--- config.mk ---
export PLATFORM = sky130hd
export DESIGN_NAME = spy_port
export DESIGN_NICKNAME = d
export VERILOG_FILES = /design/src/rtl/cadr_pkg.sv /design/src/rtl/spy_port.sv
export SDC_FILE = /design/constraint.sdc
export NUM_CORES = 1
export LEC_CHECK = 0
export ABC_AREA = 1
export BUFFER_PORTS_ARGS = -buffer_cell sky130_fd_sc_hd__buf_4
export CAP_MARGIN = 20
export CORE_MARGIN = 2
export CORE_UTILIZATION = 37
export DETAILED_ROUTE_END_ITERATION = 12
export PLACE_DENSITY = 0.85
export SYNTH_ARGS = -nofsm -noshare
export SYNTH_HDL_FRONTEND = slang
export SYNTH_SLANG_ARGS = --single-unit
--- constraint.sdc ---
create_clock -name vclk -period 0.8
set_input_delay 0.04 -clock vclk [all_inputs]
set_output_delay 0.04 -clock vclk [all_outputs]
set_load 0.005 [all_outputs]
--- src/rtl/cadr_pkg.sv ---
// Widths, microinstruction layout and encodings shared by every module of the CADR core
package cadr_pkg;

   ////////////////////////////////////////
   // Widths

   localparam int UPC_W         = 10;   // Micro PC and control store address
   localparam int SCRATCH_ADR_W = 4;    // Default scratchpad address
   localparam int WORD_W        = 32;   // Data path
   localparam int CONST_W       = 16;   // LOAD immediate
   localparam int SPY_W         = 16;   // One spy read

   typedef logic [31:0]       uinst_t;  // Microinstruction
   typedef logic [WORD_W-1:0] word_t;   // a, m, ob
   typedef logic [UPC_W-1:0]  upc_t;    // Micro PC
   typedef logic [SPY_W-1:0]  spy_t;    // Spy word

   ////////////////////////////////////////
   // Microinstruction fields, low bit of each

   localparam int OP_LSB       = 30;    // op, 2 bits
   localparam int ALUF_LSB     = 27;    // aluf, 3 bits
   localparam int DEST_M_BIT   = 26;    // 1 = M memory, 0 = A memory
   localparam int DEST_ADR_LSB = 22;    // dest_adr, 4 bits
   localparam int A_ADR_LSB    = 18;    // a_adr, 4 bits
   localparam int M_ADR_LSB    = 14;    // m_adr, 4 bits
   localparam int JCOND_LSB    = 12;    // jcond, 2 bits
   localparam int TARGET_LSB   = 0;     // Jump target, UPC_W bits
   localparam int CONST_LSB    = 0;     // LOAD only, overlaps the other low fields

   ////////////////////////////////////////
   // Encodings

   typedef enum logic [1:0] {
      OP_ALU,                           // ob = f(a, m), optional write back
      OP_JUMP,                          // Conditional branch on a == m
      OP_LOAD,                          // ob = zero-extended constant
      OP_HALT                           // Stop in fetch
   } uop_e;

   typedef enum logic [2:0] {
      ALU_SETA,
      ALU_SETM,
      ALU_ADD,
      ALU_SUB,                          // a - m
      ALU_AND,
      ALU_OR,
      ALU_XOR,
      ALU_INCM                          // m + 1
   } aluf_e;

   typedef enum logic [1:0] {
      J_ALWAYS,
      J_AEQM,
      J_ANEM,
      J_NEVER
   } jcond_e;

   // Major cycle of one microinstruction
   typedef enum logic [2:0] {
      CYC_RESET,
      CYC_DECODE,
      CYC_READ,
      CYC_ALU,
      CYC_WRITE,
      CYC_FETCH
   } cycle_e;

   typedef enum logic [2:0] {
      SPY_PC,
      SPY_IRL,
      SPY_IRH,
      SPY_OBL,
      SPY_OBH,
      SPY_STATUS
   } spy_sel_e;

endpackage

--- src/rtl/spy_port.sv ---
// Spy read mux; returns 16 bits of PC, IR, ob or run status for the debug host
module spy_port (
   input  cadr_pkg::spy_sel_e spy_sel,
   input  cadr_pkg::upc_t     pc,
   input  cadr_pkg::uinst_t   ir,
   input  cadr_pkg::word_t    ob,
   input  cadr_pkg::cycle_e   cycle,
   input  logic               machrun,
   output cadr_pkg::spy_t     spy_out
);

   cadr_pkg::spy_t status;

   // Bit 0 run flag, bits 3..1 cycle code
   assign status = {12'b0, cycle, machrun};

   always_comb begin
      case (spy_sel)
         cadr_pkg::SPY_PC:     spy_out = cadr_pkg::spy_t'(pc);   // Zero extended
         cadr_pkg::SPY_IRL:    spy_out = ir[15:0];
         cadr_pkg::SPY_IRH:    spy_out = ir[31:16];
         cadr_pkg::SPY_OBL:    spy_out = ob[15:0];
         cadr_pkg::SPY_OBH:    spy_out = ob[31:16];
         cadr_pkg::SPY_STATUS: spy_out = status;
         default:              spy_out = '0;                     // Unused codes
      endcase
   end

endmodule

==> reports/summary.md <==
• **I/O pin cnt** 97
• **placement row count** 18
• **GR met2 Demand/Resource** 50.41%
• **number of iterations in the first detailed-routing pass** 4
• **number of pins exceeding their max-slew limit in the final report** 0
• **Setup Crit Path Kind** in2out
• **full die area** 2897 um^2
• **static leakage** 0.001177 uW
• **mean routed wirelength per cell** 15.24 um
• **number of port buffers** 97
• **Layout area overhead** 119.8%
• **post-cts hold buffer count** 0
• **via count of the first global-routing pass** 1274
• **highest cell delay on the worst timing path** 0.16 ns
• **clock buf count** 0
• **final setup violation count** 13
• **Horiz. Die Dim** 53.82 um
• **required time of the worst setup path** 0.76 ns
• **global-route total usage across every layer** 26.03%
• **sequential area share after synthesis** 0%
• **post-layout minimum cycle time** 0.8868 ns
• **starting density of the core** 38.11%
• **commonest non-fill, non-tap cell in the layout** sky130_fd_sc_hd__buf_4
• **number of flip-flops and latches** 0
• **Final Instance Area** 2018 um^2
• **final worst-path setup slack** -0.08682 ns
• **global placement routability congestion** 0.7686
• **class of the tightest hold or removal check** in2out
• **Cells after Synth** 185
• **transition time at the pin with the least slew margin** 0.1911 ns
• **placed cell areas** 1667 um^2
• **Peak VDD IR** 0.0004467 V
• **max-capacitance violation count** 0
• **CP Max Fanout** 7
• **period utilization** 110.9%
• **Diodes inserted** 0
• **die boundary height** 53.82 um
• **# DRC** 0
• **drt total wl** 4.878 mm
• **Final Hold Fails** 0
• **core area** 2410 um^2
• **Worst setup EP type** primary output
• **GRT overflow** 0
• **met1 track demand over resource** 30.86%
• **top library cells by usage in the layout, fill and taps aside** sky130_fd_sc_hd__buf_4 (95), sky130_fd_sc_hd__inv_1 (42), sky130_fd_sc_hd__nand2_1 (31)
• **arrival time at the worst endpoint** 0.85 ns
• **total number of yosys warnings** 0
• **number of antenna violations at the first check in global routing** 0
• **worst-path cell chain** buf_12 -> inv_12 -> buf_8 -> nand3_4 -> nor2_1 -> a21oi_1 -> nand2_1 -> buf_4
• **achievable frequency** 1.128 GHz
• **area of combinational cells with multiple inputs** 765.7 um^2
• **power per cell area** 513.2 nW/um^2
• **pin count of the biggest net entering global routing** 14
• **HPWL after detailed placement** 2.629 mm
• **M3 GR Usage** 1.667%
• **Total Power Consumption** 1036 uW
• **buffering stage count on the worst path with inverters included** 4
• **number of distinct library cells after synthesis** 20
• **peak-usage layer in the global routing report** met2
• **RSZ-0062 raised after global routing** yes
• **Syn Std Cell Area** 918.4 um^2
• **Filler cells** 149
• **Total Nets Final** 373
• **via count normalized by instance count** 5.331
• **slowest CP cell** sky130_fd_sc_hd__nor2_1
• **Detail Route Antenna Nets** 0
• **worst rel slew slack** 87.23%
• **via total after detailed routing** 1706
• **violated checks** negative setup slack
• **startpoint type of the worst setup path** input port
• **sequential cell area in the final layout** 0 um^2
• **Worst path top cell family by delay** buffers and inverters
• **Synth Area per Inst** 4.964 um^2
• **first-pass GRT wire length** 5.733 mm
• **fraction of final layout cells with drive strength greater than 1** 47.59%
• **run status** complete, but fails checks
• **initial drt markers** 58
• **synthesized net count** 266
[per-layer routing]
metal / up-vias / part of all wire (%) / routed length, um
li1: 807 / - / -
met1: 745 / 35 / 1705
met2: 124 / 51 / 2506
met3: 30 / 8.3 / 403
met4: 0 / 5.4 / 262
met5: - / 0 / 0
[worst min-delay path, cell delays in order]
cell and delay [ns]:
sky130_fd_sc_hd__buf_4 0.08, sky130_fd_sc_hd__a21oi_1 0.05, sky130_fd_sc_hd__nand2_1 0.07, sky130_fd_sc_hd__buf_6 0.09
[area by class of cell]
type | count | share of cell area, %
inverter | 46 | 9.795
tap | 30 | 1.860
timing repair buffer | 110 | 50.40
multi-input combinational | 134 | 37.94
[Yosys cell counts, drive strengths merged]
cell,number,share of area (%)
nand3,21,14
nand4,21,14
o21ai,9,4.9
a21oi,8,4.4
buf,10,11
nor2,37,17
inv,46,20
nand2,33,15
[metrics by stage]
step	utilization (%)	hold slack, ns	setup TNS [ns]	setup slack [ns]	cells
finish	83.75	0.3689	-0.4670	-0.08682	320
global route	83.75	0.3779	-1.214	-0.1193	320
CTS	77.93	0.3541	-0.04341	-0.01097	318
detailed placement	69.16	0.3518	-2.218	-0.1669	310
global placement	69.16	0.3524	-1.932	-0.1296	310
floorplan	-	0.1824	0	0.1118	185
[power by group]
group / total (uW) / leakage [uW] / internal [uW] / switching, uW
Combinational: 1040 / 0.00118 / 598 / 437
Sequential: 0 / 0 / 0 / 0
Clock: 0 / 0 / 0 / 0
[final timing paths]
path / from / to / cells past startpoint
max: spy_sel[2] / spy_out[10] / 8
min: ir[21] / spy_out[5] / 4
[timing repair]
action	in CTS	in global routing
gates resized for setup	26	24
cloned	7	2
pin swaps	7	8
buffers inserted	1	0
endpoints found under the setup margin	16	16
[logic make-up (layout without fill, tap and decap cells)]
family          Yosys count  in the layout  share of synthesized area (%)
simple gates            112            117                          59.67
buf+inv                  56            156                          31.06
compound gates           17             17                          9.264
Note: power is estimated with default switching activity, not from simulation.
