`src/rtl/cadr_pkg.sv`:
```
// Widths, microinstruction layout and encodings shared by every module of the CADR core
package cadr_pkg;

   ////////////////////////////////////////
   // Widths

   localparam int UPC_W         = 10;   // Micro PC and control store address
   localparam int SCRATCH_ADR_W = 4;    // Default scratchpad address
   localparam int WORD_W        = 32;   // Data path
   localparam int CONST_W       = 16;   // LOAD immediate
   localparam int SPY_W         = 16;   // One spy read

   typedef logic [31:0]       uinst_t;  // Microinstruction
   typedef logic [WORD_W-1:0] word_t;   // a, m, ob
   typedef logic [UPC_W-1:0]  upc_t;    // Micro PC
   typedef logic [SPY_W-1:0]  spy_t;    // Spy word

   ////////////////////////////////////////
   // Microinstruction fields, low bit of each

   localparam int OP_LSB       = 30;    // op, 2 bits
   localparam int ALUF_LSB     = 27;    // aluf, 3 bits
   localparam int DEST_M_BIT   = 26;    // 1 = M memory, 0 = A memory
   localparam int DEST_ADR_LSB = 22;    // dest_adr, 4 bits
   localparam int A_ADR_LSB    = 18;    // a_adr, 4 bits
   localparam int M_ADR_LSB    = 14;    // m_adr, 4 bits
   localparam int JCOND_LSB    = 12;    // jcond, 2 bits
   localparam int TARGET_LSB   = 0;     // Jump target, UPC_W bits
   localparam int CONST_LSB    = 0;     // LOAD only, overlaps the other low fields

   ////////////////////////////////////////
   // Encodings

   typedef enum logic [1:0] {
      OP_ALU,                           // ob = f(a, m), optional write back
      OP_JUMP,                          // Conditional branch on a == m
      OP_LOAD,                          // ob = zero-extended constant
      OP_HALT                           // Stop in fetch
   } uop_e;

   typedef enum logic [2:0] {
      ALU_SETA,
      ALU_SETM,
      ALU_ADD,
      ALU_SUB,                          // a - m
      ALU_AND,
      ALU_OR,
      ALU_XOR,
      ALU_INCM                          // m + 1
   } aluf_e;

   typedef enum logic [1:0] {
      J_ALWAYS,
      J_AEQM,
      J_ANEM,
      J_NEVER
   } jcond_e;

   // Major cycle of one microinstruction
   typedef enum logic [2:0] {
      CYC_RESET,
      CYC_DECODE,
      CYC_READ,
      CYC_ALU,
      CYC_WRITE,
      CYC_FETCH
   } cycle_e;

   typedef enum logic [2:0] {
      SPY_PC,
      SPY_IRL,
      SPY_IRH,
      SPY_OBL,
      SPY_OBH,
      SPY_STATUS
   } spy_sel_e;

endpackage

```
`src/rtl/machine_ctl.sv`:
```
// Cycle state machine and run flip-flop; steps decode, read, ALU, write, fetch while running
module machine_ctl (
   input  logic             clk,
   input  logic             reset,
   input  logic             boot,        // One-cycle start pulse
   input  logic             ext_halt,    // Level, sampled in write
   input  logic             halt_op,     // IR holds OP_HALT
   output cadr_pkg::cycle_e cycle,
   output logic             machrun,
   output logic             fetch_zero   // Boot fetch from address 0
);

   cadr_pkg::cycle_e next_cycle;
   logic             run_set;
   logic             run_clr;

   // Boot only taken while stopped in decode
   assign run_set = boot && !machrun && (cycle == cadr_pkg::CYC_DECODE);

   // External halt ends after write, HALT op ends in its own fetch
   assign run_clr = ((cycle == cadr_pkg::CYC_WRITE) && ext_halt) ||
                    ((cycle == cadr_pkg::CYC_FETCH) && halt_op && !fetch_zero);

   ////////////////////////////////////////
   // Next cycle

   always_comb begin
      next_cycle = cadr_pkg::CYC_DECODE;                // Also the stopped state
      case (cycle)
         cadr_pkg::CYC_RESET:  next_cycle = cadr_pkg::CYC_DECODE;
         cadr_pkg::CYC_DECODE: begin
            if (run_set)
               next_cycle = cadr_pkg::CYC_FETCH;         // Load IR from 0
            else if (machrun)
               next_cycle = cadr_pkg::CYC_READ;
            else
               next_cycle = cadr_pkg::CYC_DECODE;        // Idle
         end
         cadr_pkg::CYC_READ:   next_cycle = cadr_pkg::CYC_ALU;
         cadr_pkg::CYC_ALU:    next_cycle = cadr_pkg::CYC_WRITE;
         cadr_pkg::CYC_WRITE:  next_cycle = ext_halt ? cadr_pkg::CYC_DECODE  // Skip fetch
                                                     : cadr_pkg::CYC_FETCH;
         cadr_pkg::CYC_FETCH:  next_cycle = cadr_pkg::CYC_DECODE;
         default:              next_cycle = cadr_pkg::CYC_DECODE;
      endcase
   end

   ////////////////////////////////////////
   // State and run registers

   always_ff @(posedge clk) begin
      if (reset) begin
         cycle      <= cadr_pkg::CYC_RESET;
         machrun    <= 1'b0;
         fetch_zero <= 1'b0;
      end else begin
         cycle      <= next_cycle;
         fetch_zero <= run_set;                          // High for the boot fetch only
         if (run_set)
            machrun <= 1'b1;
         else if (run_clr)
            machrun <= 1'b0;
      end
   end

   a_cycle_legal: assert property (@(posedge clk) disable iff (reset)
      !$isunknown(cycle) && (cycle <= cadr_pkg::CYC_FETCH))
      else $error("illegal cycle code %0d", cycle);

   // Run flop and state register must leave reset together
   a_no_run_in_reset: assert property (@(posedge clk)
      (cycle == cadr_pkg::CYC_RESET) |-> !machrun)
      else $error("machrun high in reset cycle");

endmodule

```
`config.mk`:
```
export PLATFORM = sky130hd
export DESIGN_NAME = machine_ctl
export DESIGN_NICKNAME = d
export VERILOG_FILES = /design/src/rtl/cadr_pkg.sv /design/src/rtl/machine_ctl.sv
export SDC_FILE = /design/constraint.sdc
export NUM_CORES = 1
export LEC_CHECK = 0
export ABC_AREA = 0
export ABC_CLOCK_PERIOD_IN_PS = 1250
export BUFFER_PORTS_ARGS = -buffer_cell sky130_fd_sc_hd__buf_2
export CAP_MARGIN = 20
export CELL_PAD_IN_SITES_DETAIL_PLACEMENT = 1
export CELL_PAD_IN_SITES_GLOBAL_PLACEMENT = 2
export CORE_AREA = 2 2 39 41
export CTS_BUF_LIST = sky130_fd_sc_hd__clkbuf_4
export CTS_CLUSTER_SIZE = 24
export DETAILED_ROUTE_END_ITERATION = 16
export DIE_AREA = 0 0 41 43
export GPL_TIMING_DRIVEN = 1
export HOLD_SLACK_MARGIN = 0.02
export PLACE_DENSITY_LB_ADDON = 0.12
export SETUP_SLACK_MARGIN = 0.02
export SLEW_MARGIN = 20
export SYNTH_ARGS = -nofsm -noshare
export SYNTH_HDL_FRONTEND = slang
export SYNTH_SLANG_ARGS = --single-unit
```
`constraint.sdc`:
```
create_clock -name clk -period 1.25 [get_ports clk]
set_input_delay 0 -clock clk [delete_from_list [all_inputs] [get_ports clk]]
set_output_delay 0 -clock clk [all_outputs]
set_load 0.05 [all_outputs]
```
==> out/metrics.yaml <==
drt-total-wl_um: 580
core_um2: 1380
boundaryPins: 10
place.detailed.hpwl_um: 468
drc: 0
drive_gt1_share_pct: 48.6
finalMaxSlewViolations: 0
post_cts_buffers: 0
dr.pass1.iters: 1
max_slew_margin_pct: 83.5
synth-seq-area-share_pct: 47.1
die_y_um: 43
fin_area_um2: 323
path_delay_family: "flip-flops"
hold_buffers: 1
period_share_pct: 76.0
place_area_um2: 283
required_ps: 1390
gr-total-overflow: 0
leakage_nw: 0.157
r2r-start: "cycle[0]"
finalSetupViolCount: 0
routed_via_density: 4.04
post_cts_resize_count: 0
finalSetupTns_ps: 0
synthesis.area_um2: 213
path_max_fanout: 5
synth_cells: 23
rsz0062_at_grt: "no"
grt_first_pass_wirelength_um: 966
numCtsBuffers: 3
clk_pin_slew_ps: 50
clockBufferDepth: 2
clkSinkCount: 5
cp_num_buf_inv: 0
antenna_left: 0
crit_path_cell_trace: "nor2b_4 -> nand4b_1 -> a41o_1"
startpoint_type: "flop"
grt_use_total_pct: 8.63
area_delta_synth_final_pct: 51.8
drtIter0Drc: 0
r2r_setup_slack_ps: 300
startpoint: "cycle[0]"
min_delay_path_depth: 3
min_from: "ext_halt"
fill_cells: 176
worst_hold_slack_ps: 40.7
hp-class: "in -> reg"
power_density_nw_per_um2: 1560
die_x_um: 41
nets: 43
wl_per_cell_um: 10.9
dp_cells: 48
grt_pass1_vias: 211
hold-path-endpoint: "cycle[2]"
seqCellArea_um2: 105
initial_core_util_pct: 15.4
cp-end-kind: "flop"
syn-num-nets: 28
yosysUniqueCellTypes: 14
antenna_found_initial: 0
grt_max_degree: 8
tightest_slew_ps: 249
skew_ps: 2.52
critPathSlowestCell: "dfxtp_2"
finalCriticalPeriod_ps: 950
insertedDiodeCount: 0
io_buffers: 9
multi_input_area_um2: 109
max_cap_viol_count: 0
rows: 14
status: "finished clean"
cts_tree: "built"
r2r-end: "machrun"
gp_congestion: 0.639
crit_cells: 3
ys_seq_elements: 5
crit_type: "reg -> reg"
ir_drop_mv: 0.405
die_area_um2: 1760
avgSynthCellArea_um2: 9.25
num_vias: 214
clock_latency_ps: 250
fin_cells: 53
cpPeakStageDelay_ps: 350
htree_levels: 1
ctsRootBufferMaster: "clkbuf_4"
fmax_mhz: 1050
ys_warn_count: 0
final-hold-violation-count: 0
r2r_cells: 3
crit_arrival_ps: 1090
power breakdown:
part / switching [W] / internal (W)
clock: 0.0000754 / 0.000143
combinational: 0.0000635 / 0.0000331
sequential: 0.0000156 / 0.000174
total: 0.000155 / 0.000350
sequential cells by signal, indices dropped and copies added, names as in the netlist:
signal and flops:
cycle 3, fetch_zero 1, machrun 1
stage by stage:
| step | setup WS [ps] | power [W] | util [%] |
|---|---|---|---|
| after floorplan | 114 | 0.000259 | - |
| after global placement | 301 | 0.000289 | 20.4 |
| after detailed placement | 290 | 0.000289 | 20.4 |
| after CTS | 286 | 0.000513 | 23.3 |
| after global routing | 256 | 0.000539 | 23.3 |
| final | 300 | 0.000505 | 23.3 |
synthesized netlist by cell type:
cell / n / share of area, %
a21oi_1: 3 / 7.1
and3_1: 1 / 2.9
a41o_1: 1 / 4.7
nand3_1: 1 / 2.4
nor2_1: 2 / 3.5
inv_1: 1 / 1.8
nor2b_1: 3 / 8.8
o21ai_0: 1 / 2.4
dfxtp_1: 5 / 47
nor2b_4: 1 / 6.5
or2_0: 1 / 2.9
nand3b_1: 1 / 3.5
nand4b_1: 1 / 4.1
nor3_1: 1 / 2.4
per-layer routing:
| layer | up-vias | GRT usage (%) | share of wire (%) | routed length [um] |
|---|---|---|---|---|
| met5 | - | 0 | 0 | 0 |
| met4 | 0 | 8.00 | 3.3 | 19 |
| met3 | 2 | 3.66 | 9.7 | 56 |
| met2 | 9 | 9.06 | 38 | 218 |
| met1 | 92 | 12.2 | 49 | 286 |
| li1 | 111 | - | - | - |
placed cells by master (no fill, tap or decap), types with 2 or more instances in the layout:
master	synthesis	final
nor2b_1	3	3
dfxtp_2	0	4
clkbuf_4	0	4
nor2_1	2	2
buf_2	0	9
a21oi_1	3	3
logic make-up after synthesis:
kind of cell | share of synthesized area [%]
AND/OR/NAND/NOR | 37.1
flip-flops | 47.1
AO/OA/AOI/OAI | 14.1
buffers and inverters | 1.76
worst register-to-register path: cells and delay by family (launching register included):
kind | cells | cell delay, ps
flops | 1 | 350
compound gates | 1 | 240
simple gates | 2 | 250
cell type report:
class	instances	share of cell area (%)
Multi-Input combinational cell	17	33.7
Sequential cell	5	32.6
Timing Repair Buffer	10	17.1
Clock buffer	4	9.30
Tap cell	16	6.20
Inverter	1	1.16
worst max path at each step:
stage	end	slack, ps
after floorplan	machrun	110
final	machrun	300
after detailed placement	machrun	290
after global routing	machrun	260
after CTS	machrun	290
after global placement	machrun	300
Power figures use the tool's default switching activity.
