===== config.mk =====
export PLATFORM = sky130hd
export DESIGN_NAME = scratch_mem
export DESIGN_NICKNAME = d
export VERILOG_FILES = /design/src/rtl/cadr_pkg.sv /design/src/rtl/scratch_mem.sv
export SDC_FILE = /design/constraint.sdc
export NUM_CORES = 1
export LEC_CHECK = 0
export BUFFER_PORTS_ARGS = -buffer_cell sky130_fd_sc_hd__buf_4
export CAP_MARGIN = 20
export CORE_UTILIZATION = 45
export DETAILED_ROUTE_END_ITERATION = 6
export REMOVE_ABC_BUFFERS = 1
export SYNTH_ARGS = -nofsm -noshare
export SYNTH_HDL_FRONTEND = slang
export SYNTH_SLANG_ARGS = --single-unit

===== constraint.sdc =====
create_clock -name clk -period 4.3 [get_ports clk]
set_input_delay 0.645 -clock clk [delete_from_list [all_inputs] [get_ports clk]]
set_output_delay 0.645 -clock clk [all_outputs]
set_load 0.1 [all_outputs]

===== src/rtl/cadr_pkg.sv =====
// Widths, microinstruction layout and encodings shared by every module of the CADR core
package cadr_pkg;

   ////////////////////////////////////////
   // Widths

   localparam int UPC_W         = 10;   // Micro PC and control store address
   localparam int SCRATCH_ADR_W = 4;    // Default scratchpad address
   localparam int WORD_W        = 32;   // Data path
   localparam int CONST_W       = 16;   // LOAD immediate
   localparam int SPY_W         = 16;   // One spy read

   typedef logic [31:0]       uinst_t;  // Microinstruction
   typedef logic [WORD_W-1:0] word_t;   // a, m, ob
   typedef logic [UPC_W-1:0]  upc_t;    // Micro PC
   typedef logic [SPY_W-1:0]  spy_t;    // Spy word

   ////////////////////////////////////////
   // Microinstruction fields, low bit of each

   localparam int OP_LSB       = 30;    // op, 2 bits
   localparam int ALUF_LSB     = 27;    // aluf, 3 bits
   localparam int DEST_M_BIT   = 26;    // 1 = M memory, 0 = A memory
   localparam int DEST_ADR_LSB = 22;    // dest_adr, 4 bits
   localparam int A_ADR_LSB    = 18;    // a_adr, 4 bits
   localparam int M_ADR_LSB    = 14;    // m_adr, 4 bits
   localparam int JCOND_LSB    = 12;    // jcond, 2 bits
   localparam int TARGET_LSB   = 0;     // Jump target, UPC_W bits
   localparam int CONST_LSB    = 0;     // LOAD only, overlaps the other low fields

   ////////////////////////////////////////
   // Encodings

   typedef enum logic [1:0] {
      OP_ALU,                           // ob = f(a, m), optional write back
      OP_JUMP,                          // Conditional branch on a == m
      OP_LOAD,                          // ob = zero-extended constant
      OP_HALT                           // Stop in fetch
   } uop_e;

   typedef enum logic [2:0] {
      ALU_SETA,
      ALU_SETM,
      ALU_ADD,
      ALU_SUB,                          // a - m
      ALU_AND,
      ALU_OR,
      ALU_XOR,
      ALU_INCM                          // m + 1
   } aluf_e;

   typedef enum logic [1:0] {
      J_ALWAYS,
      J_AEQM,
      J_ANEM,
      J_NEVER
   } jcond_e;

   // Major cycle of one microinstruction
   typedef enum logic [2:0] {
      CYC_RESET,
      CYC_DECODE,
      CYC_READ,
      CYC_ALU,
      CYC_WRITE,
      CYC_FETCH
   } cycle_e;

   typedef enum logic [2:0] {
      SPY_PC,
      SPY_IRL,
      SPY_IRH,
      SPY_OBL,
      SPY_OBH,
      SPY_STATUS
   } spy_sel_e;

endpackage


===== src/rtl/scratch_mem.sv =====
// One scratchpad with its output latch; instantiated for the A and the M memory
module scratch_mem #(
   parameter int ADR_W = cadr_pkg::SCRATCH_ADR_W
) (
   input  logic             clk,
   input  logic             reset,
   input  cadr_pkg::cycle_e cycle,
   input  logic [ADR_W-1:0] rd_adr,     // IR source field
   input  logic [ADR_W-1:0] wr_adr,     // IR dest field
   input  logic             wr_en,      // Dest selects this memory
   input  cadr_pkg::word_t  wr_data,    // ob
   output cadr_pkg::word_t  rd_data     // Latched a or m
);

   cadr_pkg::word_t  mem [2**ADR_W];
   logic [ADR_W-1:0] rd_adr_q;

   // Source address captured in decode
   always_ff @(posedge clk) begin
      if (reset)
         rd_adr_q <= '0;
      else if (cycle == cadr_pkg::CYC_DECODE)
         rd_adr_q <= rd_adr;
   end

   ////////////////////////////////////////
   // Array and read latch

   always_ff @(posedge clk) begin
      if (cycle == cadr_pkg::CYC_READ)
         rd_data <= mem[rd_adr_q];                       // Holds through fetch
      if (wr_en && (cycle == cadr_pkg::CYC_WRITE))
         mem[wr_adr] <= wr_data;                         // Done before next decode
   end

endmodule


==> run summary <==
After clock tree synthesis, the setup repair step added 0 buffers. The number of antenna violations at the first check in global routing is 0. The synthesized netlist contains 22 unique library cells. The proportion of netlist area held by the largest area contributor came out at 0.803.

The floorplan has 77 rows. VDD sags by at most 318 uV. After floorplanning, the core was sized to cover 44400 um2. The cell at the root of the clock tree is sky130_fd_sc_hd__clkbuf_16. In this run the critical register-to-register path is captured at rd_data[2]$_DFFE_PN_. In the post-synthesis netlist, the biggest area contributors are sky130_fd_sc_hd__edfxtp_1, sky130_fd_sc_hd__mux4_2, sky130_fd_sc_hd__a22oi_1. In the routed layout, each cell is associated on average with a via count of 5.59. The iteration count of the initial detailed-routing pass came out at 5. The leading area contributor after synthesis is sky130_fd_sc_hd__edfxtp_1. Static timing analysis puts the maximum clock frequency at 430 MHz.

The post-synthesis share of cell area spent on and, or, nand and nor gates is 0.0148. After synthesis the cells add up to 20300 um2. The required time at the endpoint of the critical path is 4.62 ns.

The die outline area is 46100 um2. The final standard cell count with taps included and fillers excluded came out at 1594. The number of cells traversed by the worst register-to-register path came out at 4. The post-cts gate resize count is 0. The layout-stage area growth over the synthesis result is 14.8%. The count of routing violations after the opening detailed-route iteration is 735. After synthesis, the largest family of logic cells by area is multiplexers. The worst hold endpoint is rd_adr_q[1]$_SDFFE_PP0N_. In this run the critical register-to-register path is launched from rd_adr_q[1]$_SDFFE_PP0N_. The sink count of the clock tree came out at 548. The TritonCTS buffer count is 54. The Yosys step of the flow raised 0 warnings. The count of nets left with antenna violations once routing finished came out at 0. The count of H-tree levels built during CTS is 2. Summed over all layers, the routed wires come to 39100 um. For this design the ratio of total power to cell area is 448 nW/um2. The die is 215 um tall. The pin count of the biggest net entering global routing came out at 54.

The count of hold-fix buffers inserted at cts is 0. The minimum setup slack among reg-to-reg paths came out at 1.97 ns. The flow ran to the end, and the final reports show no timing, DRC or antenna violations. The leading cell type in the layout, fill and taps excluded is sky130_fd_sc_hd__edfxtp_1. Of the total synthesized cell area, the portion taken by full adders, half adders and majority gates is 0. The final count of hold timing violations came out at 0. Setup violations remaining at the end of the flow were counted as 0. The transition time at the pin with the least slew margin is 1.12 ns. Setup repair after global routing left no endpoint under its margin.

The worst setup path is launched from a flip-flop. On the final layout, the worst hold slack is 0.246 ns. The sequential-to-total area share from yosys stat came out at 0.807. The number of global-route vias before repair is 9393. The starting utilization of the core area came out at 0.458. The layout cell share with drive strength beyond 1 is 0.315. Data arrives at the worst endpoint at 2.65 ns. The final worst clock skew is 0.0144 ns. The deepest clock path buffer count is 3. The total number of vias is 8913. Max-cap violations in this run came to 0.

The post-synthesis xor/xnor area fraction came out at 0. The clock network latency to the later pin of the worst-skew pair came out at 0.59 ns. The worst setup path is of the flip-flop to flip-flop kind. The congestion estimate from routability-driven global placement came to 0.712. Measured against the total synthesized area, the mux share comes to 0.144. The class of the most critical hold timing path is primary input to flip-flop. The cell total after placement is 1506.

78 I/O pins were placed. The net count of the finished layout is 1016. Prior to clock tree synthesis, the placed netlist has a worst setup slack of 1.40 ns. The final global-route overflow total is 0.

The HPWL after detailed placement came out at 21100 um. The wire length of the first global-routing pass came out at 59700 um. The final worst-path setup slack is 1.97 ns.

The number of cells produced by synthesis came out at 853. The average routed wire per standard cell came out at 24.5 um. The top cell types in the final layout, fill and taps aside, are sky130_fd_sc_hd__edfxtp_1, sky130_fd_sc_hd__mux4_2, sky130_fd_sc_hd__buf_4. The number of stages on the worst hold path is 2. The leakage power figure came out at 7.14 nW. A synthesized cell averages 23.8 um2. The register bit count reported by yosys is 548. During placement, the flow inserted port buffers numbering 77.

TritonCTS built the clock tree. From left edge to right edge, the die measures 215 um. Tracing the worst setup path back leads to its startpoint at rd_adr_q[1]$_SDFFE_PP0N_. STA classifies the critical path endpoint as a flip-flop. The compound-cell area share of the yosys netlist was 0.0236.

The relative slew slack came out at 0.250. The maximum fanout along the worst path is 53. The worst hold path begins at reset.

The clock transition time at the flip-flop clock pins of the worst setup and hold paths is 0.06 ns. For this run, the total global-route usage over all layers was measured as 0.174. The worst path needs 2.33 ns of the cycle, external delays included. The final-report max-slew violation count came out at 0. 0 antenna diodes ended up in the layout. The number of remaining DRC errors came out at 0.

The final critical-path share of the clock period came out at 0.541.
## kinds of logic (layout without fill, tap and decap cells)
kind of cell           Yosys count  count (layout)
AO/OA/AOI/OAI                   64              64
buffers and inverters           43             192
flip-flops                     548             548
multiplexers                   132             132
AND/OR/NAND/NOR                 66              66
## synthesized netlist by cell type
master	number
sky130_fd_sc_hd__mux4_2	128
sky130_fd_sc_hd__buf_6	3
sky130_fd_sc_hd__nand2_1	33
sky130_fd_sc_hd__buf_2	4
sky130_fd_sc_hd__or3b_2	1
sky130_fd_sc_hd__nor3_1	4
sky130_fd_sc_hd__nor3b_1	1
sky130_fd_sc_hd__nand2b_1	2
sky130_fd_sc_hd__buf_4	9
sky130_fd_sc_hd__mux2i_1	4
sky130_fd_sc_hd__edfxtp_1	544
sky130_fd_sc_hd__a22oi_1	64
sky130_fd_sc_hd__buf_1	9
sky130_fd_sc_hd__clkbuf_1	18
sky130_fd_sc_hd__and2_1	1
sky130_fd_sc_hd__dfxtp_1	4
sky130_fd_sc_hd__nor2b_1	2
sky130_fd_sc_hd__nor3b_2	1
sky130_fd_sc_hd__nor2_1	17
sky130_fd_sc_hd__nand3b_1	2
sky130_fd_sc_hd__nand3_1	1
sky130_fd_sc_hd__and4bb_2	1
## layer usage
layer	share of wire	global-route usage	vias up	wire length, um
li1	-	-	3878	-
met1	0.46	0.258	4789	17900
met2	0.48	0.272	194	18800
met3	0.044	0.0316	52	1730
met4	0.017	0.0400	0	661
met5	0	0	-	0
## where the power goes
part           internal, mW  switching [mW]  leakage (nW)
Sequential             5.90          0.0168          4.93
Clock                  2.31            1.84         0.732
Combinational         0.139           0.254          1.48
Total                  8.35            2.11          7.14
## flip-flops by register name (all words and copies together), names as in the netlist
register / cells
mem: 512
rd_data: 32
rd_adr_q: 4
## worst max-delay path by stage
stage	end	slack [ns]	cells after the start
after floorplan	rd_data[0]$_DFFE_PN_	-2.17	3
after global placement	mem[9][25]$_DFFE_PP_	1.48	5
after detailed placement	mem[9][25]$_DFFE_PP_	1.40	5
after CTS	rd_data[2]$_DFFE_PN_	1.90	4
after global routing	rd_data[2]$_DFFE_PN_	1.83	4
final	rd_data[2]$_DFFE_PN_	1.97	4
## critical path: stages (launching register included)
cell                      delay [ns]
sky130_fd_sc_hd__dfxtp_4        0.89
sky130_fd_sc_hd__buf_12         0.37
sky130_fd_sc_hd__mux4_2         0.36
sky130_fd_sc_hd__a22oi_1        0.29
sky130_fd_sc_hd__nand2_1        0.11
## stage by stage
stage          utilization  cell area (um2)  setup TNS (ns)  total power, mW
2_1_floorplan            -            20100          -70.76             6.28
3_3_place_gp         0.492            21800               0             6.43
3_5_place_dp         0.492            21800               0             6.44
4_1_cts              0.526            23300               0             10.6
5_1_grt              0.526            23300               0             10.8
6_report             0.526            23300               0             10.5
## cell type report
type,count,area [um2]
Fill cell,3437,21100
Clock inverter,20,82.6
Sequential cell,548,16400
Clock buffer,68,1430
Multi-Input combinational cell,262,3840
Timing Repair Buffer,104,831
Tap cell,592,741
Power figures use the tool's default switching activity.
