## src/rtl/cadr_pkg.sv

```systemverilog
// Widths, microinstruction layout and encodings shared by every module of the CADR core
package cadr_pkg;

   ////////////////////////////////////////
   // Widths

   localparam int UPC_W         = 10;   // Micro PC and control store address
   localparam int SCRATCH_ADR_W = 4;    // Default scratchpad address
   localparam int WORD_W        = 32;   // Data path
   localparam int CONST_W       = 16;   // LOAD immediate
   localparam int SPY_W         = 16;   // One spy read

   typedef logic [31:0]       uinst_t;  // Microinstruction
   typedef logic [WORD_W-1:0] word_t;   // a, m, ob
   typedef logic [UPC_W-1:0]  upc_t;    // Micro PC
   typedef logic [SPY_W-1:0]  spy_t;    // Spy word

   ////////////////////////////////////////
   // Microinstruction fields, low bit of each

   localparam int OP_LSB       = 30;    // op, 2 bits
   localparam int ALUF_LSB     = 27;    // aluf, 3 bits
   localparam int DEST_M_BIT   = 26;    // 1 = M memory, 0 = A memory
   localparam int DEST_ADR_LSB = 22;    // dest_adr, 4 bits
   localparam int A_ADR_LSB    = 18;    // a_adr, 4 bits
   localparam int M_ADR_LSB    = 14;    // m_adr, 4 bits
   localparam int JCOND_LSB    = 12;    // jcond, 2 bits
   localparam int TARGET_LSB   = 0;     // Jump target, UPC_W bits
   localparam int CONST_LSB    = 0;     // LOAD only, overlaps the other low fields

   ////////////////////////////////////////
   // Encodings

   typedef enum logic [1:0] {
      OP_ALU,                           // ob = f(a, m), optional write back
      OP_JUMP,                          // Conditional branch on a == m
      OP_LOAD,                          // ob = zero-extended constant
      OP_HALT                           // Stop in fetch
   } uop_e;

   typedef enum logic [2:0] {
      ALU_SETA,
      ALU_SETM,
      ALU_ADD,
      ALU_SUB,                          // a - m
      ALU_AND,
      ALU_OR,
      ALU_XOR,
      ALU_INCM                          // m + 1
   } aluf_e;

   typedef enum logic [1:0] {
      J_ALWAYS,
      J_AEQM,
      J_ANEM,
      J_NEVER
   } jcond_e;

   // Major cycle of one microinstruction
   typedef enum logic [2:0] {
      CYC_RESET,
      CYC_DECODE,
      CYC_READ,
      CYC_ALU,
      CYC_WRITE,
      CYC_FETCH
   } cycle_e;

   typedef enum logic [2:0] {
      SPY_PC,
      SPY_IRL,
      SPY_IRH,
      SPY_OBL,
      SPY_OBH,
      SPY_STATUS
   } spy_sel_e;

endpackage

```

## src/rtl/alu.sv

```systemverilog
// ALU functions, LOAD constant path, ob register and the a == m compare
module alu (
   input  logic             clk,
   input  logic             reset,
   input  cadr_pkg::cycle_e cycle,
   input  cadr_pkg::uinst_t ir,
   input  cadr_pkg::word_t  a,          // A latch
   input  cadr_pkg::word_t  m,          // M latch
   output cadr_pkg::word_t  ob,
   output logic             aeqm
);

   cadr_pkg::uop_e  op;
   cadr_pkg::aluf_e aluf;
   cadr_pkg::word_t const_word;
   cadr_pkg::word_t result;
   logic            load_ob;

   assign op         = cadr_pkg::uop_e'(ir[cadr_pkg::OP_LSB +: 2]);
   assign aluf       = cadr_pkg::aluf_e'(ir[cadr_pkg::ALUF_LSB +: 3]);
   assign const_word = cadr_pkg::word_t'(ir[cadr_pkg::CONST_LSB +: cadr_pkg::CONST_W]);

   ////////////////////////////////////////
   // Function select

   always_comb begin
      case (aluf)
         cadr_pkg::ALU_SETA: result = a;
         cadr_pkg::ALU_SETM: result = m;
         cadr_pkg::ALU_ADD:  result = a + m;
         cadr_pkg::ALU_SUB:  result = a - m;
         cadr_pkg::ALU_AND:  result = a & m;
         cadr_pkg::ALU_OR:   result = a | m;
         cadr_pkg::ALU_XOR:  result = a ^ m;
         default:            result = m + 1'b1;          // ALU_INCM
      endcase
      if (op == cadr_pkg::OP_LOAD)
         result = const_word;                            // Immediate overrides aluf
   end

   // JUMP and HALT leave ob alone
   assign load_ob = (cycle == cadr_pkg::CYC_ALU) &&
                    ((op == cadr_pkg::OP_ALU) || (op == cadr_pkg::OP_LOAD));

   always_ff @(posedge clk) begin
      if (reset)
         ob <= '0;
      else if (load_ob)
         ob <= result;
   end

   // Latches are stable from end of read to next read
   assign aeqm = (a == m);

endmodule

```

## config.mk

```make
export PLATFORM = sky130hd
export DESIGN_NAME = alu
export DESIGN_NICKNAME = d
export VERILOG_FILES = /design/src/rtl/cadr_pkg.sv /design/src/rtl/alu.sv
export SDC_FILE = /design/constraint.sdc
export NUM_CORES = 1
export LEC_CHECK = 0
export ABC_AREA = 1
export BUFFER_PORTS_ARGS = -buffer_cell sky130_fd_sc_hd__buf_2
export CAP_MARGIN = 10
export CORE_ASPECT_RATIO = 0.9
export CORE_MARGIN = 3
export CORE_UTILIZATION = 55
export CTS_BUF_LIST = sky130_fd_sc_hd__clkbuf_8
export DETAILED_ROUTE_END_ITERATION = 8
export GPL_TIMING_DRIVEN = 0
export HOLD_SLACK_MARGIN = 0.12
export PLACE_DENSITY_LB_ADDON = 0.15
export SLEW_MARGIN = 20
export SYNTH_ARGS = -nofsm -noshare
export SYNTH_HDL_FRONTEND = slang
export SYNTH_SLANG_ARGS = --single-unit
```

## constraint.sdc

```tcl
create_clock -name clk -period 2.46 [get_ports clk]
set_input_delay 0.246 -clock clk [delete_from_list [all_inputs] [get_ports clk]]
set_output_delay 0.246 -clock clk [all_outputs]
set_load 0.01 [all_outputs]
```

==> flow_summary.yaml, run 1 <==
final_layout:
  layout_commonest_cell: "nand2_1"
  largest_reg_flops: 32
  final_layout_size_suffix_gt1_share_pct: 19.5
  n_fill_cell: 1263
  layout_common_cells: "406 x nand2_1, 269 x inv_1, 160 x nor2_1"
  antennaDiodeCount: 0
  nets: 1911
  area_delta_synth_final_pct: 24.4
  largest-register: "ob"
  reg_top3: "ob: 32 flops"
setup_path:
  cp-endpoint: "ob[12]"
  cp_data_required_time_ns: 2.69
  r2r_slack_ns: 1.75
  crit_fanout: 5
  rr_startpoint: "ob[12]"
  cp.depth: 15
  worst_path_largest_cell_delay_ns: 0.33
  startpoint: "ir[29]"
  r2r-end: "ob[12]"
  cp_top_family: "compound AO/OA/AOI/OAI gates"
  reg2reg_depth: 2
  cp-start-kind: "primary input"
  crit_chain: "buf_4 > nor3_4 > inv_4 > clkbuf_16 > nor2_4 > ha_4 > a21oi_1 > inv_1 > a21oi_2 > nand3_4 > nand2_1 > nand2_1 > o21ai_0 > o21ai_0 > a21oi_1"
  crit_buf_inv: 4
  cp_data_arrival_time_ns: 2.70
  cp-end-kind: "flip-flop"
  worstSetupPathType: "primary input to flip-flop"
  cp_slowest_cell: "nor3_4"
sta:
  final_max_slew_viol_count: 0
  worstMarginPinSlew_ns: 0.592
  fin_skew_ns: 0
  setup_violations: 2
  rsz0062_at_grt: "true"
  hold_viol: 0
  max_freq_mhz: 403
  slew-limit-headroom_pct: 60.4
  finalCritPeriodShare_pct: 101
  finalCriticalPeriod_ns: 2.48
  setup_ws_ns: -0.0191
routing:
  wl_um: 34300
  vias: 10929
  wl_met1_um: 13900
  dr_wl_met2_um: 15000
  route.antenna.remaining_nets: 0
  drc: 0
  drt_pass1_iterations: 7
  met3_length_um: 3400
  wire_per_inst_um: 18.3
  dr.max_layer_used: "met5"
  drt_iter0_drc: 1573
  detail_route.vias_per_cell: 5.83
global_routing:
  overflow: 0
  grt_pass1_wl_um: 49400
  grt_max_degree: 11
  antenna_found_initial: 0
  gr-usage-all-layers_pct: 38.2
  first_global_vias: 9609
die:
  fp-row-count: 41
  core-area_sq_um: 14400
  die_x_um: 135
  die_height_um: 122
  ios: 134
  start_util_pct: 57.7
  fp.dieArea_sq_um: 16600
flow_run:
  maxCapViolCount: 0
power:
  leakage_nw: 5.57
  total_power_mw: 2.72
  power.density_nw_per_um2: 264
  vdd.ir_drop.worst_mv: 0.292
status:
  violations: "negative setup slack"
  status: "complete, but fails checks"
yosys:
  yosysSeqAreaShare_pct: 7.73
  ys_ff_latch: 32
  synth.distinct_cells: 46
  syn_nets: 1763
  synth.avg_cell_area_sq_um: 5.40
  yosys-top-cells-area: "nand2_1 20%, ha_1 19%, inv_1 12%"
  synthArstFlopShare_pct: 0
  synth_area_sq_um: 8280
  synth_top_area_share_pct: 19.9
  synthFlopType: "dfxtp_1"
  synth.largest_area_cell: "nand2_1"
  yosysWarnings: 0
  synth_edf_count: 0
  netlist_instances: 1534
clock_tree:
  cts_tree: "yes"
  cts_hold_buf: 0
  cts_max_path_buffers: 2
  insertion_delay_ns: 0.29
  cts_buffers: 5
  cts.sinks: 32
  clkTransAtPathRegs_ns: 0.08
  htree_num_levels: 2
  clockRootBuffer: "clkbuf_8"
min_path:
  hp-class: "primary input to flip-flop"
place:
  dpl.hpwl_um: 26800
  port_buffers: 121
  pre_cts_ws_ns: -0.781
  gp_congestion: 1.03
==> cells in the mapped netlist (2+ instances only) <==
library cell and number:
o2111ai_1 6, o211ai_1 2, nand3_1 100, o21bai_1 9, inv_1 270, nand3b_1 4
nor3_1 15, o21ai_1 3, xor2_1 7, nand3_2 4, buf_6 2, a2111oi_0 13
nand4_1 22, inv_2 5, nand2_2 2, clkinv_1 2, nor4_1 2, nor2_2 2
fa_1 2, nor2_1 200, ha_1 126, a211oi_1 2, o22ai_1 22, buf_2 16
clkbuf_1 11, and2_1 5, o21ai_0 82, nor3b_1 3, or2_2 2, a21oi_1 101
a221oi_1 6, dfxtp_1 32, o221ai_1 2, nand2_1 440
==> final cells by class <==
type / instances / area, sq um / area share, %
plain buffers: 31 / 185 / 1.80
clock buffers: 5 / 68.8 / 0.668
clock inverters: 3 / 38.8 / 0.376
inverters: 277 / 1040 / 10.1
multi-input cells: 1194 / 7290 / 70.8
flip-flops and latches: 32 / 641 / 6.22
well taps: 193 / 241 / 2.34
repair buffers: 141 / 796 / 7.72
==> power by group <==
group,total (mW),internal [mW],switching [mW]
clock,0.519,0.297,0.222
combinational,1.67,0.557,1.11
sequential,0.534,0.529,0.00546
total,2.72,1.38,1.34
==> tightest hold or removal path: cells and delay by family <==
family / cells / cell delay (ns)
compound gates: 2 / 0.18
buf+inv: 1 / 0.08
==> what timing repair did <==
action                     4_1_cts  5_1_grt
gates cloned                     0        2
resized for setup               28      188
setup endpoints to repair       28       27
buffers inserted                 1       17
pin swaps                        2       40
==> per-layer routing <==
layer | vias up | GRT usage [%]
met5 | - | 2.78
met4 | 2 | 17.0
met2 | 690 | 61.8
met3 | 141 | 5.00
met1 | 4888 | 50.9
li1 | 5208 | -
==> worst min path at each step <==
stage               startpoint  endpoint  slack (ns)  cells after the start
finish                   ir[6]     ob[6]        0.24                      3
global route             ir[2]     ob[2]        0.26                      3
CTS                      ir[2]     ob[2]        0.24                      3
detailed placement      ob[21]    ob[21]        0.45                      2
global placement         ob[8]     ob[8]        0.45                      2
floorplan                ir[1]     ob[1]        0.44                      2
==> stage by stage <==
step / cells / instance area (sq um) / hold slack [ns] / utilization, % / setup TNS, ns
2_1_floorplan: 1534 / 8280 / 0.440 / - / 0
3_3_place_gp: 1848 / 9130 / 0.452 / 63.6 / -17.00
3_5_place_dp: 1848 / 9130 / 0.454 / 63.6 / -17.56
4_1_cts: 1857 / 9330 / 0.235 / 65.0 / -0.00565
5_1_grt: 1876 / 10300 / 0.262 / 71.7 / -0.571
6_report: 1876 / 10300 / 0.240 / 71.7 / -0.0350
==> cell families after synthesis <==
| logic type | Yosys count | synth area share [%] |
|---|---|---|
| flip-flops | 32 | 7.73 |
| buffers and inverters | 308 | 14.4 |
| AND/OR/NAND/NOR | 804 | 40.0 |
| AO/OA/AOI/OAI | 255 | 17.6 |
| XOR/XNOR | 7 | 0.740 |
| adder cells (fa/ha/maj) | 128 | 19.5 |
No activity file was read; power rests on OpenSTA's default activity.
==> inputs of run 2 (changes only) <==
- PLACE_DENSITY: unset -> 0.85
- PLACE_DENSITY_LB_ADDON: 0.15 -> unset
==> run 2 against run 1 <==
Net effect:
- final cell count shrank 0.53%
- maximum frequency grew 2.9%
- sequential power about the same
- clock power increased by 14%
- register-to-register slack better by 0.03 ns
- critical endpoint is now ob[26]
- global-route usage fell by 0.61 points
- sequential share of layout area is 0.34 points higher
- setup slack better by 0.070 ns
- the run now ends clean
- non-clock buffer count fell by 10
- die area unchanged
- total power decreased by 1.7%
- cell area shrank 5.1%
==> flow_summary.yaml, run 2 (synthesis results as in run 1) <==
die:
  ios: 134
  fp-row-count: 41
  die_height_um: 122
  die_x_um: 135
  start_util_pct: 57.7
  core-area_sq_um: 14400
  fp.dieArea_sq_um: 16600
sta:
  max_freq_mhz: 415
  rsz0062_at_grt: "true"
  final_max_slew_viol_count: 0
  finalCriticalPeriod_ns: 2.41
  hold_viol: 0
  fin_skew_ns: 0
  worstMarginPinSlew_ns: 0.683
  slew-limit-headroom_pct: 54.3
  setup_violations: 0
  setup_ws_ns: 0.0507
  finalCritPeriodShare_pct: 97.9
setup_path:
  cp-start-kind: "primary input"
  cp_data_required_time_ns: 2.70
  r2r-end: "ob[14]"
  reg2reg_depth: 2
  startpoint: "ir[29]"
  crit_fanout: 5
  r2r_slack_ns: 1.78
  cp-end-kind: "flip-flop"
  rr_startpoint: "ob[14]"
  cp-endpoint: "ob[26]"
  worstSetupPathType: "primary input to flip-flop"
  cp_data_arrival_time_ns: 2.64
place:
  dpl.hpwl_um: 26900
  pre_cts_ws_ns: -0.797
  placed_cell_area_sq_um: 9130
  port_buffers: 121
  gp_congestion: 1.02
min_path:
  hp-class: "primary input to flip-flop"
global_routing:
  overflow: 0
  first_global_vias: 9583
  antenna_found_initial: 0
  grt_pass1_wl_um: 48700
  grt_max_degree: 11
  gr-usage-all-layers_pct: 37.6
power:
  total_power_mw: 2.67
  leakage_nw: 5.46
  vdd.ir_drop.worst_mv: 0.212
  power.density_nw_per_um2: 273
final_layout:
  area_delta_synth_final_pct: 18.0
  multi_input_area_sq_um: 6870
  layout_commonest_cell: "nand2_1"
  final_util_pct: 68.1
  regArea_sq_um: 641
  nets: 1901
  antennaDiodeCount: 0
  layout_common_cells: "421 x nand2_1, 269 x inv_1, 183 x nor2_1"
  fin_area_sq_um: 9780
  n_fill_cell: 1387
  reg_top3: "ob: 32 flops"
  final_layout_size_suffix_gt1_share_pct: 16.0
  largest_reg_flops: 32
  largest-register: "ob"
clock_tree:
  clkTransAtPathRegs_ns: 0.09
  cts_tree: "yes"
  clockRootBuffer: "clkbuf_8"
  htree_num_levels: 2
  cts_max_path_buffers: 2
  insertion_delay_ns: 0.30
  cts_hold_buf: 0
  cts_buffers: 5
  cts.sinks: 32
routing:
  route.antenna.remaining_nets: 0
  drt_iter0_drc: 1213
  drc: 0
  wl_um: 33000
  drt_pass1_iterations: 6
  detail_route.vias_per_cell: 5.68
  vias: 10604
  wire_per_inst_um: 17.7
flow_run:
  maxCapViolCount: 0
status:
  status: "finished, final reports clean"
## run 2: power by group
part           total, mW  switching, mW  internal [mW]
sequential         0.534        0.00548          0.529
clock              0.591          0.233          0.358
combinational       1.55           1.05          0.501
## run 2: timing repair
item | CTS | global route
resized for setup | 25 | 105
pin swaps | 5 | 13
setup buffers | 5 | 5
endpoints found under the setup margin | 28 | 26
## run 2: critical path: stages
cell,delay (ns)
buf_2,0.16
nor3_4,0.25
buf_4,0.16
nand2_2,0.05
ha_4,0.17
fa_2,0.39
nand2_1,0.09
nand2_1,0.08
nand3b_1,0.11
nand2_2,0.09
nand2_1,0.09
nand2_1,0.10
nand3_1,0.20
nand4_1,0.14
nand3_1,0.10
nand3_1,0.09
a21oi_1,0.13
## run 2: stage by stage
step / TNS, ns / std cells / hold slack [ns]
finish: 0 / 1866 / 0.214
global route: -0.212 / 1866 / 0.252
CTS: 0 / 1861 / 0.233
detailed placement: -17.52 / 1848 / 0.453
global placement: -18.17 / 1848 / 0.451
floorplan: 0 / 1534 / 0.440
## run 2: worst min path at each step
stage	from	to	slack, ns	cells past startpoint
floorplan	ir[1]	ob[1]	0.44	2
global placement	ob[8]	ob[8]	0.45	2
detailed placement	ob[5]	ob[5]	0.45	2
CTS	ir[3]	ob[3]	0.23	3
global route	ir[3]	ob[3]	0.25	3
finish	ir[1]	ob[1]	0.21	3
## run 2: final cells by class
class | count | share of cell area [%]
buffer | 31 | 1.77
clock buffer | 7 | 0.986
clock inverter | 1 | 0.307
inverter | 277 | 10.6
multi-input combinational | 1194 | 70.3
sequential | 32 | 6.55
tap | 193 | 2.47
timing repair buffer | 131 | 6.99
## run 2: routing by layer
layer	global-route usage (%)	vias up	routed length (um)
met2	60.4	633	14300
li1	-	5195	-
met3	6.80	117	3550
met4	20.3	0	2000
met5	0	-	0
met1	48.0	4659	13100
